## config.mk

```make
export PLATFORM = sky130hd
export DESIGN_NAME = mul_core_top
export DESIGN_NICKNAME = d
export VERILOG_FILES = /design/src/mul_ucode_pkg.sv /design/src/macro_decoder.sv /design/src/ucode_sequencer.sv /design/src/ucode_rom.sv /design/src/uop_exec.sv /design/src/retire_port.sv /design/src/mul_core_top.sv
export SDC_FILE = /design/constraint.sdc
export NUM_CORES = 1
export LEC_CHECK = 0
export ABC_CLOCK_PERIOD_IN_PS = 7800
export CELL_PAD_IN_SITES_DETAIL_PLACEMENT = 1
export CELL_PAD_IN_SITES_GLOBAL_PLACEMENT = 1
export CORE_AREA = 4 4 208 210
export DETAILED_ROUTE_END_ITERATION = 8
export DIE_AREA = 0 0 212 214
export DONT_BUFFER_PORTS = 1
export PLACE_DENSITY_LB_ADDON = 0.1
export SYNTH_ARGS = -nofsm -noshare
export SYNTH_HDL_FRONTEND = slang
export SYNTH_SLANG_ARGS = --single-unit
```

## constraint.sdc

```tcl
create_clock -name clk -period 7.8 [get_ports clk]
set_input_delay 1.17 -clock clk [delete_from_list [all_inputs] [get_ports clk]]
set_output_delay 1.17 -clock clk [all_outputs]
set_load 0.03 [all_outputs]
```

## src/mul_ucode_pkg.sv

```systemverilog
`default_nettype none

package mul_ucode_pkg;

  localparam int UPC_W = 5;                  // 32 rom lines max

  localparam logic [3:0] SCRATCH_ACC = 4'd14; // product accumulator
  localparam logic [3:0] SCRATCH_CNT = 4'd15; // loop counter

  // macro opcodes, multiply codes fixed by the microcode rom encodings
  typedef enum logic [6:0] {
    OP_MOVI  = 7'b0000001,
    OP_ADD   = 7'b0000010,
    OP_SUB   = 7'b0000011,
    OP_MULI  = 7'b0010000,
    OP_MULSI = 7'b0011000,
    OP_MULR  = 7'b0110000,
    OP_MULSR = 7'b0111000
  } macro_op_e;

  typedef struct packed {
    logic [3:0]  src2;
    logic [12:0] pad;
  } reg_fields_t;

  typedef struct packed {
    logic        pad;
    logic [15:0] imm;
  } imm_fields_t;

  // low 17 bits hold either src2 or the immediate
  typedef union packed {
    reg_fields_t r;
    imm_fields_t i;
  } macro_operand_u;

  typedef struct packed {
    macro_op_e      opcode;
    logic [3:0]     dest;
    logic [3:0]     src1;
    macro_operand_u opnd;
  } macro_instr_t;

  // routine index and entry line in the rom
  localparam logic [3:0] RT_MOV = 4'd0;
  localparam logic [3:0] RT_ADD = 4'd1;
  localparam logic [3:0] RT_SUB = 4'd2;
  localparam logic [3:0] RT_MUL = 4'd3;  // all four multiplies share it

  localparam logic [UPC_W-1:0] ENT_MOV = 5'd0;
  localparam logic [UPC_W-1:0] ENT_ADD = 5'd1;
  localparam logic [UPC_W-1:0] ENT_SUB = 5'd2;
  localparam logic [UPC_W-1:0] ENT_MUL = 5'd3;

  typedef struct packed {
    logic [3:0]  routine;
    logic [3:0]  dest;
    logic [3:0]  src1;
    logic [3:0]  src2;
    logic [15:0] imm;
    logic        use_imm;    // multiplier from imm instead of src2
    logic        is_signed;
    logic        sets_flags;
  } dispatch_t;

  typedef enum logic [3:0] {
    UOP_NOP, UOP_MOVI, UOP_MOVR, UOP_ABS, UOP_ADD, UOP_SUB,
    UOP_CLR, UOP_TSTZ, UOP_BZ, UOP_BR, UOP_WB
  } uop_op_e;

  typedef struct packed {
    uop_op_e     op;
    logic [3:0]  dest;
    logic [3:0]  src_a;
    logic [3:0]  src_b;
    logic [15:0] imm;     // nonzero imm replaces src_b on add and sub
    logic signed [4:0] offset; // relative to upc
    logic        last;
    logic        arch;
    logic        flag_en;
  } uop_t;

  typedef struct packed {
    logic z;
    logic n;
  } flags_t;

  typedef struct packed {
    logic [3:0]  dest;
    logic [15:0] value;
    flags_t      flags;
  } retire_t;

  function automatic logic [UPC_W-1:0] routine_entry(input logic [3:0] routine);
    case (routine)
      RT_ADD:  return ENT_ADD;
      RT_SUB:  return ENT_SUB;
      RT_MUL:  return ENT_MUL;
      default: return ENT_MOV;
    endcase
  endfunction

endpackage

`default_nettype wire

```

## src/macro_decoder.sv

```systemverilog
`default_nettype none

module macro_decoder
  import mul_ucode_pkg::*;
(
  input  wire logic   clk,
  input  wire logic   arst_n,
  input  wire logic   instr_valid,
  input  macro_instr_t instr,
  input  wire logic   busy,
  output logic        disp_valid,
  output dispatch_t   disp
);

  dispatch_t dec;      // combinational decode of instr
  logic      known;    // opcode is one we execute
  logic      accept;

  // strobes while busy are simply lost
  assign accept = instr_valid & ~busy & known;

  always_comb begin
    dec            = '0;
    known          = 1'b1;
    dec.dest       = instr.dest;
    dec.src1       = instr.src1;
    dec.src2       = instr.opnd.r.src2;
    dec.imm        = instr.opnd.i.imm;  // same bits as src2, both kept
    case (instr.opcode)
      OP_MOVI: begin
        dec.routine    = RT_MOV;
        dec.use_imm    = 1'b1;
        dec.sets_flags = 1'b1;
      end
      OP_ADD: begin
        dec.routine    = RT_ADD;
        dec.sets_flags = 1'b1;
      end
      OP_SUB: begin
        dec.routine    = RT_SUB;
        dec.sets_flags = 1'b1;
      end
      OP_MULI, OP_MULR: begin           // unsigned mul leaves flags alone
        dec.routine = RT_MUL;
        dec.use_imm = (instr.opcode == OP_MULI);
      end
      OP_MULSI, OP_MULSR: begin
        dec.routine    = RT_MUL;
        dec.use_imm    = (instr.opcode == OP_MULSI);
        dec.is_signed  = 1'b1;
        dec.sets_flags = 1'b1;
      end
      default: known = 1'b0;            // unknown opcode, dropped
    endcase
  end

  always_ff @(posedge clk or negedge arst_n) begin
    if (!arst_n) begin
      disp_valid <= 1'b0;
    end else begin
      disp_valid <= accept;             // one cycle after instr_valid
    end
  end

  // payload only loads on accept
  always_ff @(posedge clk) begin
    if (accept) begin
      disp <= dec;
    end
  end

endmodule

`default_nettype wire

```

## src/ucode_sequencer.sv

```systemverilog
`default_nettype none

module ucode_sequencer
  import mul_ucode_pkg::*;
(
  input  wire logic                clk,
  input  wire logic                arst_n,
  input  wire logic                disp_valid,
  input  dispatch_t                disp,
  input  uop_t                     uop,
  input  wire logic                branch_taken,
  input  wire logic signed [4:0]   branch_offset,
  output logic                     busy,
  output logic [UPC_W-1:0]         upc,
  output dispatch_t                cur_disp,
  output logic                     uop_valid
);

  logic run_q;    // routine in flight
  logic done_q;   // cycle the retire port shows result_valid

  // busy covers the decode cycle, the routine and the result cycle
  assign busy      = disp_valid | run_q | done_q;
  assign uop_valid = run_q;

  always_ff @(posedge clk or negedge arst_n) begin
    if (!arst_n) begin
      run_q  <= 1'b0;
      done_q <= 1'b0;
      upc    <= '0;
    end else begin
      done_q <= run_q & uop.last;
      if (run_q) begin
        if (uop.last) begin
          run_q <= 1'b0;                                   // routine retired
        end else if (branch_taken) begin
          upc <= upc + UPC_W'(branch_offset);              // exec decided
        end else begin
          upc <= upc + 5'd1;
        end
      end else if (disp_valid) begin
        run_q <= 1'b1;
        upc   <= routine_entry(disp.routine);              // first line
      end
    end
  end

  // operands stay put for the whole routine
  always_ff @(posedge clk) begin
    if (disp_valid && !run_q) begin
      cur_disp <= disp;
    end
  end

endmodule

`default_nettype wire

```

## src/ucode_rom.sv

```systemverilog
`default_nettype none

module ucode_rom
  import mul_ucode_pkg::*;
(
  input  wire logic [UPC_W-1:0] upc,
  input  dispatch_t             cur_disp,
  output uop_t                  uop
);

  // multiply routine layout
  localparam logic [UPC_W-1:0] L_LOAD = ENT_MUL;          // counter <- multiplier
  localparam logic [UPC_W-1:0] L_ABS  = ENT_MUL + 5'd1;
  localparam logic [UPC_W-1:0] L_CLR  = ENT_MUL + 5'd2;
  localparam logic [UPC_W-1:0] L_TSTZ = ENT_MUL + 5'd3;   // loop head
  localparam logic [UPC_W-1:0] L_BZ   = ENT_MUL + 5'd4;
  localparam logic [UPC_W-1:0] L_ACC  = ENT_MUL + 5'd5;
  localparam logic [UPC_W-1:0] L_DEC  = ENT_MUL + 5'd6;
  localparam logic [UPC_W-1:0] L_BR   = ENT_MUL + 5'd7;
  localparam logic [UPC_W-1:0] L_WB   = ENT_MUL + 5'd8;   // exit

  localparam logic signed [4:0] OFS_EXIT = 5'(L_WB - L_BZ);   // forward
  localparam logic signed [4:0] OFS_LOOP = 5'(L_TSTZ - L_BR); // backward

  always_comb begin
    uop = '0;                              // nop, no write
    case (upc)
      ENT_MOV: begin                       // dest <- imm
        uop.op   = UOP_MOVI;
        uop.dest = cur_disp.dest;
        uop.imm  = cur_disp.imm;
        uop.last = 1'b1;
        uop.arch = 1'b1;
        uop.flag_en = cur_disp.sets_flags;
      end
      ENT_ADD, ENT_SUB: begin              // dest <- src1 +/- src2
        uop.op    = (upc == ENT_ADD) ? UOP_ADD : UOP_SUB;
        uop.dest  = cur_disp.dest;
        uop.src_a = cur_disp.src1;
        uop.src_b = cur_disp.src2;
        uop.last  = 1'b1;
        uop.arch  = 1'b1;
        uop.flag_en = cur_disp.sets_flags;
      end
      L_LOAD: begin
        uop.op    = cur_disp.use_imm ? UOP_MOVI : UOP_MOVR;
        uop.dest  = SCRATCH_CNT;
        uop.src_a = cur_disp.src2;         // ignored for movi
        uop.imm   = cur_disp.imm;
      end
      L_ABS: begin                         // magnitude, sign into latch
        uop.op    = UOP_ABS;
        uop.dest  = SCRATCH_CNT;
        uop.src_a = SCRATCH_CNT;
      end
      L_CLR: begin
        uop.op   = UOP_CLR;
        uop.dest = SCRATCH_ACC;
      end
      L_TSTZ: begin
        uop.op    = UOP_TSTZ;
        uop.src_a = SCRATCH_CNT;
      end
      L_BZ: begin
        uop.op     = UOP_BZ;
        uop.offset = OFS_EXIT;
      end
      L_ACC: begin                         // acc += multiplicand
        uop.op    = UOP_ADD;
        uop.dest  = SCRATCH_ACC;
        uop.src_a = SCRATCH_ACC;
        uop.src_b = cur_disp.src1;
      end
      L_DEC: begin                         // cnt -= 1, imm as operand b
        uop.op    = UOP_SUB;
        uop.dest  = SCRATCH_CNT;
        uop.src_a = SCRATCH_CNT;
        uop.imm   = 16'd1;
      end
      L_BR: begin
        uop.op     = UOP_BR;
        uop.offset = OFS_LOOP;
      end
      L_WB: begin
        uop.op      = UOP_WB;
        uop.dest    = cur_disp.dest;
        uop.src_a   = SCRATCH_ACC;
        uop.last    = 1'b1;
        uop.arch    = 1'b1;
        uop.flag_en = cur_disp.sets_flags; // muls only
      end
      default: uop.last = 1'b1;            // stray upc ends the routine
    endcase
  end

endmodule

`default_nettype wire

```

## src/uop_exec.sv

```systemverilog
`default_nettype none

module uop_exec
  import mul_ucode_pkg::*;
(
  input  wire logic          clk,
  input  wire logic          arst_n,
  input  wire logic          uop_valid,
  input  uop_t               uop,
  input  wire logic          is_signed,
  output logic               branch_taken,
  output logic signed [4:0]  branch_offset,
  output logic               wb_valid,
  output retire_t            wb
);

  logic [15:0] regs [16];        // r14/r15 are microcode scratch
  flags_t      flags_q;          // architectural z/n
  logic        loop_zero_q;      // tstz result, kept apart from flags_q
  logic        sign_q;           // multiplier was negative

  logic [15:0] a_val;
  logic [15:0] b_val;
  logic [15:0] res;
  logic        we;               // op writes uop.dest
  logic        taken;
  logic        sign_nxt;
  flags_t      new_flags;

  always_comb begin
    a_val    = regs[uop.src_a];
    b_val    = (uop.imm != 16'd0) ? uop.imm : regs[uop.src_b];
    res      = a_val;
    we       = 1'b0;
    taken    = 1'b0;
    sign_nxt = sign_q;
    case (uop.op)
      UOP_MOVI: begin res = uop.imm;      we = 1'b1; end
      UOP_MOVR: begin res = a_val;        we = 1'b1; end
      UOP_ADD:  begin res = a_val + b_val; we = 1'b1; end
      UOP_SUB:  begin res = a_val - b_val; we = 1'b1; end
      UOP_CLR:  begin res = 16'd0;        we = 1'b1; end
      UOP_ABS: begin
        sign_nxt = is_signed & a_val[15];              // unsigned keeps raw count
        res      = sign_nxt ? (16'd0 - a_val) : a_val;
        we       = 1'b1;
      end
      UOP_WB: begin
        res = (sign_q & is_signed) ? (16'd0 - a_val) : a_val;
        we  = 1'b1;
      end
      UOP_BZ:  taken = loop_zero_q;
      UOP_BR:  taken = 1'b1;
      default: ;                                       // nop and tstz
    endcase
    new_flags.z = (res == 16'd0);
    new_flags.n = res[15];
  end

  assign branch_taken  = uop_valid & taken;
  assign branch_offset = uop.offset;

  // retire record goes out the same cycle as the last micro-op
  assign wb_valid    = uop_valid & uop.last & uop.arch;
  assign wb.dest     = uop.dest;
  assign wb.value    = res;
  assign wb.flags    = uop.flag_en ? new_flags : flags_q;

  always_ff @(posedge clk or negedge arst_n) begin
    if (!arst_n) begin
      for (int i = 0; i < 16; i++) begin
        regs[i] <= 16'd0;
      end
      flags_q     <= '0;
      loop_zero_q <= 1'b0;
      sign_q      <= 1'b0;
    end else if (uop_valid) begin
      if (we) begin
        regs[uop.dest] <= res;
      end
      if (uop.op == UOP_TSTZ) begin
        loop_zero_q <= (a_val == 16'd0);               // read by next bz
      end
      sign_q <= sign_nxt;
      if (uop.last && uop.flag_en) begin
        flags_q <= new_flags;
      end
    end
  end

endmodule

`default_nettype wire

```

## src/retire_port.sv

```systemverilog
`default_nettype none

module retire_port
  import mul_ucode_pkg::*;
#(
  parameter int RETIRE_CNT_W = 8
) (
  input  wire logic                  clk,
  input  wire logic                  arst_n,
  input  wire logic                  wb_valid,
  input  retire_t                    wb,
  output logic                       result_valid,
  output retire_t                    result,
  output logic [RETIRE_CNT_W-1:0]    retired_count
);

  always_ff @(posedge clk or negedge arst_n) begin
    if (!arst_n) begin
      result_valid  <= 1'b0;
      retired_count <= '0;
    end else begin
      result_valid <= wb_valid;                 // one cycle behind exec
      if (wb_valid) begin
        retired_count <= retired_count + 1'b1;  // wraps at width
      end
    end
  end

  // record held until the next retirement
  always_ff @(posedge clk) begin
    if (wb_valid) begin
      result <= wb;
    end
  end

endmodule

`default_nettype wire

```

## src/mul_core_top.sv

```systemverilog
`default_nettype none

module mul_core_top
  import mul_ucode_pkg::*;
#(
  parameter int RETIRE_CNT_W = 8
) (
  input  wire logic                clk,
  input  wire logic                arst_n,
  input  wire logic                instr_valid,
  input  macro_instr_t             instr,
  output logic                     busy,
  output logic                     result_valid,
  output retire_t                  result,
  output logic [RETIRE_CNT_W-1:0]  retired_count
);

  logic              disp_valid;
  dispatch_t         disp;
  dispatch_t         cur_disp;        // operands of the running routine
  logic [UPC_W-1:0]  upc;
  uop_t              uop;
  logic              uop_valid;
  logic              branch_taken;
  logic signed [4:0] branch_offset;
  logic              wb_valid;
  retire_t           wb;

  macro_decoder u_dec (
    .clk, .arst_n, .instr_valid, .instr, .busy, .disp_valid, .disp
  );

  ucode_sequencer u_seq (
    .clk, .arst_n, .disp_valid, .disp, .uop, .branch_taken, .branch_offset,
    .busy, .upc, .cur_disp, .uop_valid
  );

  ucode_rom u_rom (.upc, .cur_disp, .uop);  // combinational lookup

  uop_exec u_exec (
    .clk, .arst_n, .uop_valid, .uop, .is_signed(cur_disp.is_signed),
    .branch_taken, .branch_offset, .wb_valid, .wb
  );

  retire_port #(.RETIRE_CNT_W(RETIRE_CNT_W)) u_ret (
    .clk, .arst_n, .wb_valid, .wb, .result_valid, .result, .retired_count
  );

endmodule

`default_nettype wire

```

## Word level (Yosys, flattened, before mapping)

Index checks and enable logic that the tools add are counted.

- Flip-flop bits (word level): 365
- Input port bits: 35
- Output and inout bits: 32

- Add/sub/neg operators: 6
- Magnitude comparators: 4
- Equality and inequality tests: 32
- Multiplexer cells: 39
- Bitwise logic cells: 13
- Reduce and logical (&&, ||, !) cells: 28

Operators with widths:

| operator | count |
|---|---|
| $bwmux W256 | 1 |
| $bmux W16 S4 | 2 |
| $mux W16 | 8 |
| $pmux W16 S6 | 1 |
| $demux W16 S4 | 1 |
| $pmux W4 S11 | 1 |
| $logic_not A16 Y1 | 2 |
| $pmux W16 S2 | 1 |
| $eq A5 B3 Y1 const B | 4 |
| $eq A5 B4 Y1 const B | 4 |
| $mux W5 | 4 |
| $add A16 B16 Y16 | 1 |
| $eq A4 B2 Y1 const B | 4 |
| $eq A4 B3 Y1 const B | 4 |
| $pmux W4 S4 | 1 |
| $reduce_bool A16 Y1 | 1 |
| $sub A1 B16 Y16 const A | 1 |
| $sub A16 B16 Y16 | 1 |
| $ge A5 B5 Y1 const B | 3 |
| $not A4 Y5 | 3 |
| $eq A7 B2 Y1 const B | 2 |
| $eq A7 B5 Y1 const B | 2 |
| $eq A7 B6 Y1 const B | 2 |
| $reduce_or A7 Y1 | 2 |
| other kinds (31) | 66 |

## Depth between registers and ports, before layout

Gate-level depths: netlist of run 1.

- Word-level depth: 12
- Depth in mapped cells: 30
- Depth with buffers taken out: 24

## Hierarchy

Synthesis of run 1 repeated with hierarchy kept, for this count alone.

- Cell total of the unflattened synthesis: 1,755
- Area, all modules: 20,328.2 um^2

By module, submodules not included:

| module | instances | cells each | area an instance (um^2) | seq. area each (um^2) |
|---|---|---|---|---|
| uop_exec | 1 | 1,464 | 15,994.1 | 6,506.2 |
| ucode_sequencer | 1 | 80 | 1,527.7 | 1,226.2 |
| macro_decoder | 1 | 57 | 1,101.1 | 925.9 |
| retire_port | 1 | 49 | 1,023.5 | 885.8 |
| ucode_rom | 1 | 105 | 681.9 | 0.0 |

## Worst setup path after synthesis of run 1

Ideal clock, no wire load.

- Path kind: flip-flop to flip-flop
- Start point: reg u_seq.upc[3]
- End point: reg u_ret.result[1] (netlist name)
- Library setup time: 169 ps
- Data arrival time: 6,358 ps
- Path slack: 1,273 ps
- Cell stages (with the launch flop): 28
- Path buffers: 5
- Clock period less this slack: 6,527 ps
- Cells stage by stage: dfrtp_1 > buf_6 > nor3_2 > buf_2 > nand3_1 > nand2_1 > buf_2 > buf_1 > clkbuf_1 > o211ai_1 > a21oi_1 > nor2_1 > ha_1 > o21ai_0 > fa_1 > a21o_1 > a21oi_1 > o21ai_0 > a31o_2 > a211o_1 > a2111oi_0 > nor3_1 > xor2_1 > a222oi_1 > o211a_2 > or4b_1 > or3_1 > o31ai_1

RTL lines:

| item | line | text |
|---|---|---|
| from (decl) | ucode_sequencer.sv:14 | `output logic [UPC_W-1:0] upc,` |
| from (signal assigned) | ucode_sequencer.sv:37 | `upc <= upc + UPC_W'(branch_offset);` |
| from (signal assigned) | ucode_sequencer.sv:39 | `upc <= upc + 5'd1;` |
| from (signal assigned) | ucode_sequencer.sv:43 | `upc <= routine_entry(disp.routine);` |

==> qor.csv, run 1 <==
metric,value,unit
outcome,"finished, final reports clean",
Synth Area in XOR/XNOR,1.84,%
Residual DRC,0,
H-tree depth,2,
Simple-Gate Fraction of Synth Area,20.4,%
clk sink count,357,
Filler Cells Inserted,4728,
TritonCTS clock tree,yes,
CP most frequent cell,buf_4,
"delay-heaviest family, CP",simple AND/OR/NAND/NOR gates,
final hold slack,0.289,ns
Max Clk Rate,0.134,GHz
Final ANT Viol Nets,0,
Async SR Flop Fraction,77.6,%
Die ar.,45400,µm²
insertion delay to the later sink of the worst-skew pair,0.58,ns
Post-synth EDFFs,80,
post-synthesis mux area share,9.55,%
post-synthesis register bit count,357,
Synth Area in Adders,1.54,%
Final Hold Fails,0,
Multi-input gate area,10600,µm²
dpl hpwl,58400,µm
register area,9330,µm²
met1 capacity usage during global routing,50.7,%
vias in the first global route,19600,
Least-Margin Pin Slew,1.17,ns
unrepaired setup endpoints after global routing,no,
DRT Pass-1 Iters,7,
Synth Net Count,2324,
antenna cells,0,
Mapped Area,20800,µm²
"top cells by area, synth","dfrtp_1, edfxtp_1, nand2_1, mux2_2, a21oi_1",
Worst EP required,8.20,ns
"Cell Count, Final, Fillers Out",2816,
fin crit share,95.3,%
max-cap viol count,0,
setup TNS,0,ns
Startpoint Class,register,
top_reg_cell synth,dfrtp_1,
Post-CTS Hold Buffers,0,
CP Capture Type,register,
top-count cell post-synth,nand2_1,
pins over their slew limit,0,
largest area contributor in the netlist,dfrtp_1,
placed insts,2742,
commonest cells in the synthesized netlist,"nand2_1, dfrtp_1, a21oi_1",
gr busiest metal,met2,
Tot GR Track Use,37.6,%
die height,214,µm
"Seq/Total Area, Yosys",44.8,%
Hold Path Class,input port to asynchronous set/reset pin,
main combinational cell family by area after synthesis,simple AND/OR/NAND/NOR gates,
worst-case clock buffer depth,3,
Worst Path Max Fanout,15,
Synth-to-Final Area Change,9.99,%
worst path cell trace,xor2_2 -> buf_4 -> nand3_1 -> nand2_1 -> buf_4 -> nor2_1 -> buf_4 -> a32oi_1 -> nand4_1 -> nor4_2 -> and2_1 -> a31oi_1 -> xnor2_1 -> ha_1 -> a21o_1 -> a211o_1 -> a2111oi_0 -> nor3_1 -> xor2_1 -> a222oi_1 -> o211a_2 -> or4b_1 -> or3_1 -> o31ai_1,
Slew HR,21.5,%
count of final setup violators,0,
Yosys cell types,109,
Core Box Area,41600,µm²
wire length of the first global-routing pass,128000,µm
antenna violations before repair,1,
Final Wtd Congestion,0.983,
Starting DRT DRC Count,2252,
global route overflow,0,
via count,19000,
WL final,86600,µm
signal arrival time at the worst endpoint,7.83,ns
Crit Path Category,register to register,
largest net degree at the start of global routing,278,
drt via density,6.75,
synthesis warning total,0,
NumNets Final,2309,
chip width,212,µm
layout cells sized above 1,15.5,%
CP max stage delay,0.63,ns
Cells after Synth,2264,
clk_skew,0.0198,ns
Synth Area in Compound Gates,17.3,%
Syn Area/Cell,9.20,µm²
Root Buffer Master,clkbuf_16,
drt wl/cell,30.8,µm
Top Ports,67,
post-layout util,55.1,%
min Tclk post-route,7.44,ns
area share of the largest cell type after synthesis,33.3,%
row count,75,
slowest CP cell,nor4_2,
Clock transition at path regs,0.06,ns
port bufs,0,
buffers and inverters on the worst path,3,
M3 GR Usage,8.26,%
Global Route met2 Usage,58.3,%
Initial Utilization,50.1,%
TritonCTS buffer count,41,
[area by class of cell]
class	instances	share of cell area [%]
Tap cell	539	2.94
Clock inverter	8	0.273
Inverter	48	0.786
Timing Repair Buffer	106	3.53
Multi-Input combinational cell	1695	46.4
Sequential cell	357	40.7
Clock buffer	63	5.32
[worst paths after layout]
check	from	end	slack (ns)	cells past startpoint
setup / recovery	u_seq.upc[1]	u_ret.result[1]	0.36	24
hold / removal	arst_n	u_exec.regs[254]	0.29	0
setup reg to reg	u_seq.upc[1]	u_ret.result[1]	0.36	24
hold reg to reg	u_dec.disp[9]	u_seq.cur_disp[9]	0.41	0
max in group asynchronous	arst_n	u_exec.regs[76]	6.68	0
min in group clk	u_dec.disp[9]	u_seq.cur_disp[9]	0.41	0
[metal layers]
metal / part of all wire (%) / wire (µm) / vias to the layer above
li1: - / - / 8184
met1: 40 / 34800 / 9588
met2: 45 / 39300 / 970
met3: 8.8 / 7650 / 278
met4: 5.6 / 4840 / 0
met5: 0 / 0 / -
[cells in the final DEF, fill, tap and decap left out, drive strengths merged, types with 37 or more instances in the layout]
master,n
o21ai,119
inv,49
and3,37
mux2,98
edfxtp,80
nand3,173
clkbuf,63
buf,106
mux2i,84
dfrtp,277
nor2,187
a21oi,191
nand2,344
[state kept, by name, summed over array words and instances, names as in the netlist]
name	cells
u_exec.regs	256
u_dec.disp	30
u_seq.cur_disp	28
u_ret.result	22
u_ret.retired_count	8
u_seq.upc	5
u_exec.flags_q	2
u_dec.disp_valid	1
u_exec.loop_zero_q	1
u_exec.sign_q	1
u_ret.result_valid	1
u_seq.done_q	1
u_seq.uop_valid	1
[cells by family (layout without fill, tap and decap cells)]
| kind of cell | count (synthesis) | in the layout |
|---|---|---|
| buffers and inverters | 212 | 225 |
| AND/OR/NAND/NOR | 895 | 895 |
| flip-flops | 357 | 357 |
| XOR/XNOR | 43 | 43 |
| AO/OA/AOI/OAI | 548 | 548 |
| multiplexers | 184 | 184 |
| adder cells (fa/ha/maj) | 25 | 25 |
[what timing repair did]
item                                    4_1_cts  5_1_grt
resized for setup                             0        4
endpoints found under the setup margin        0       21
buffers inserted                              0        3
[stage by stage]
step | setup slack [ns] | instance area, µm²
final | 0.364 | 22900
after global placement | 0.385 | 21600
after CTS | 0.118 | 22900
after global routing | 0.0560 | 22900
after detailed placement | 0.153 | 21600
after floorplan | 1.27 | 20800
Power of run 1 is left out: the tool's default activity adds up to more than one toggle a clock period on the data nets, which glitch-free logic cannot reach.
==> run 2, diff against run 1 <==
==> constraint.sdc (replaced) <==
create_clock -name clk -period 7.8 [get_ports clk]
set_input_delay 0 -clock clk [delete_from_list [all_inputs] [get_ports clk]]
set_output_delay 0 -clock clk [all_outputs]
set_load 0.03 [all_outputs]
==> run 2 against run 1 <==
Against the previous run: routed wire length grew 2.9%; sequential cell count is the same; maximum frequency grew 0.19%; critical path depth is the same; highest routed layer unchanged; via count grew 1.8%; sequential share of layout area shrank 0.75 points; non-clock buffer count grew 39; count of clock-buffer cells in the layout is the same.
==> qor.csv, run 2 (synthesized netlist as in run 1, its figures left out) <==
metric,value,unit
row count,75,
signal arrival time at the worst endpoint,7.82,ns
antenna violations before repair,1,
DRT Pass-1 Iters,7,
count of final setup violators,0,
placed insts,2742,
Worst EP required,8.20,ns
Largest regs,"u_exec.regs x256, u_dec.disp x30, u_seq.cur_disp x28",
Die ar.,45400,µm²
worst path cell trace,buf_4 -> nor4b_4 -> a21oi_1 -> nand2_2 -> buf_4 -> nand3_1 -> a21oi_1 -> or4_1 -> ha_1 -> inv_1 -> fa_1 -> a21o_1 -> a21oi_1 -> o21ai_0 -> a31o_2 -> a211o_1 -> a2111oi_0 -> nor3_1 -> xor2_1 -> a222oi_1 -> o211a_2 -> or4b_1 -> or3_1 -> o31ai_1,
Core Box Area,41600,µm²
clk sink count,357,
vias in the first global route,20000,
Final Hold Fails,0,
most flop-heavy register,u_exec.regs,
Top Ports,67,
Initial Utilization,50.1,%
worst-case clock buffer depth,3,
max-cap viol count,0,
dpl hpwl,58400,µm
Hold Path Class,input port to asynchronous set/reset pin,
Root Buffer Master,clkbuf_16,
outcome,"finished, final reports clean",
Final Wtd Congestion,0.983,
global route overflow,0,
slowest CP cell,or4b_1,
Slew HR,23.6,%
layout cells sized above 1,15.4,%
Max Clk Rate,0.135,GHz
via count,19400,
H-tree depth,2,
Worst Path Max Fanout,23,
Startpoint Class,register,
most frequent cells in the layout,"nand2_1, dfrtp_1, a21oi_1",
"commonest non-fill, non-tap cell in the layout",nand2_1,
WL final,89100,µm
Crit Path Category,register to register,
Starting DRT DRC Count,2369,
wire length of the first global-routing pass,132000,µm
number of flip-flops in the largest register,256,
pins over their slew limit,0,
TritonCTS clock tree,yes,
Least-Margin Pin Slew,1.14,ns
CP most frequent cell,a21oi_1,
insertion delay to the later sink of the worst-skew pair,0.58,ns
NumNets Final,2348,
setup TNS,0,ns
largest net degree at the start of global routing,278,
port bufs,0,
min Tclk post-route,7.42,ns
clk_skew,0.0227,ns
Clock transition at path regs,0.07,ns
fin crit share,95.1,%
Synth-to-Final Area Change,12.0,%
post-layout util,56.1,%
Residual DRC,0,
antenna cells,0,
Tot GR Track Use,38.7,%
chip width,212,µm
TritonCTS buffer count,41,
die height,214,µm
unrepaired setup endpoints after global routing,no,
Filler Cells Inserted,4702,
CP Capture Type,register,
drt via density,6.78,
drt wl/cell,31.2,µm
CP max stage delay,0.51,ns
Final ANT Viol Nets,0,
final hold slack,0.0107,ns
"Cell Count, Final, Fillers Out",2855,
run 2: metrics by stage:
stage	setup slack, ns	area (µm²)
6_report	0.378	23300
5_1_grt	0.0714	23300
4_1_cts	0.118	23300
3_5_place_dp	0.153	21600
3_3_place_gp	0.385	21600
2_1_floorplan	1.27	20800
run 2: cell type report:
type / instances / area [µm²] / share of cell area [%]
flip-flops and latches: 357 / 9330 / 40.0
inverters: 48 / 180 / 0.772
clock buffers: 63 / 1220 / 5.23
multi-input cells: 1695 / 10600 / 45.6
repair buffers: 145 / 1240 / 5.30
clock inverters: 8 / 62.6 / 0.268
well taps: 539 / 674 / 2.89
run 2: path summary, 6_finish.rpt:
kind / startpoint / end / slack [ns] / cells past startpoint
worst max-delay path: u_seq.upc[2] / u_ret.result[1] / 0.38 / 24
worst min-delay path: arst_n / u_exec.regs[190] / 0.01 / 2
worst max register to register: u_seq.upc[2] / u_ret.result[1] / 0.38 / 24
worst min register to register: u_dec.disp[9] / u_seq.cur_disp[9] / 0.41 / 0
max in group asynchronous: arst_n / u_exec.sign_q / 6.45 / 3
min in group clk: instr[14] / u_dec.disp[17] / 0.06 / 1
run 2: worst max-delay path: cells and delay by family (launching register included):
family	cells	cell delay [ns]
xor gates and xnor gates	1	0.16
adders and majority gates	2	0.63
and+or+nand+nor	7	2.31
buffers and inverters	3	0.82
AOI/OAI and AO/OA	11	2.78
DFF	1	0.50
run 2: repair_timing:
action	CTS	global route
endpoints found under the hold margin	308	0
hold buffers	39	0
gates resized for setup	0	5
setup buffers	0	2
endpoints found under the setup margin	0	21
run 2: routing by layer:
layer  track usage [%]  vias up  share of wire (%)
met4              18.3        0                6.0
met5                 0        -                  0
met2              59.9     1060                 45
li1                  -     8250                  -
met1              50.8     9753                 39
met3              9.90      300                9.7
Power of run 2 is left out for the same reason.
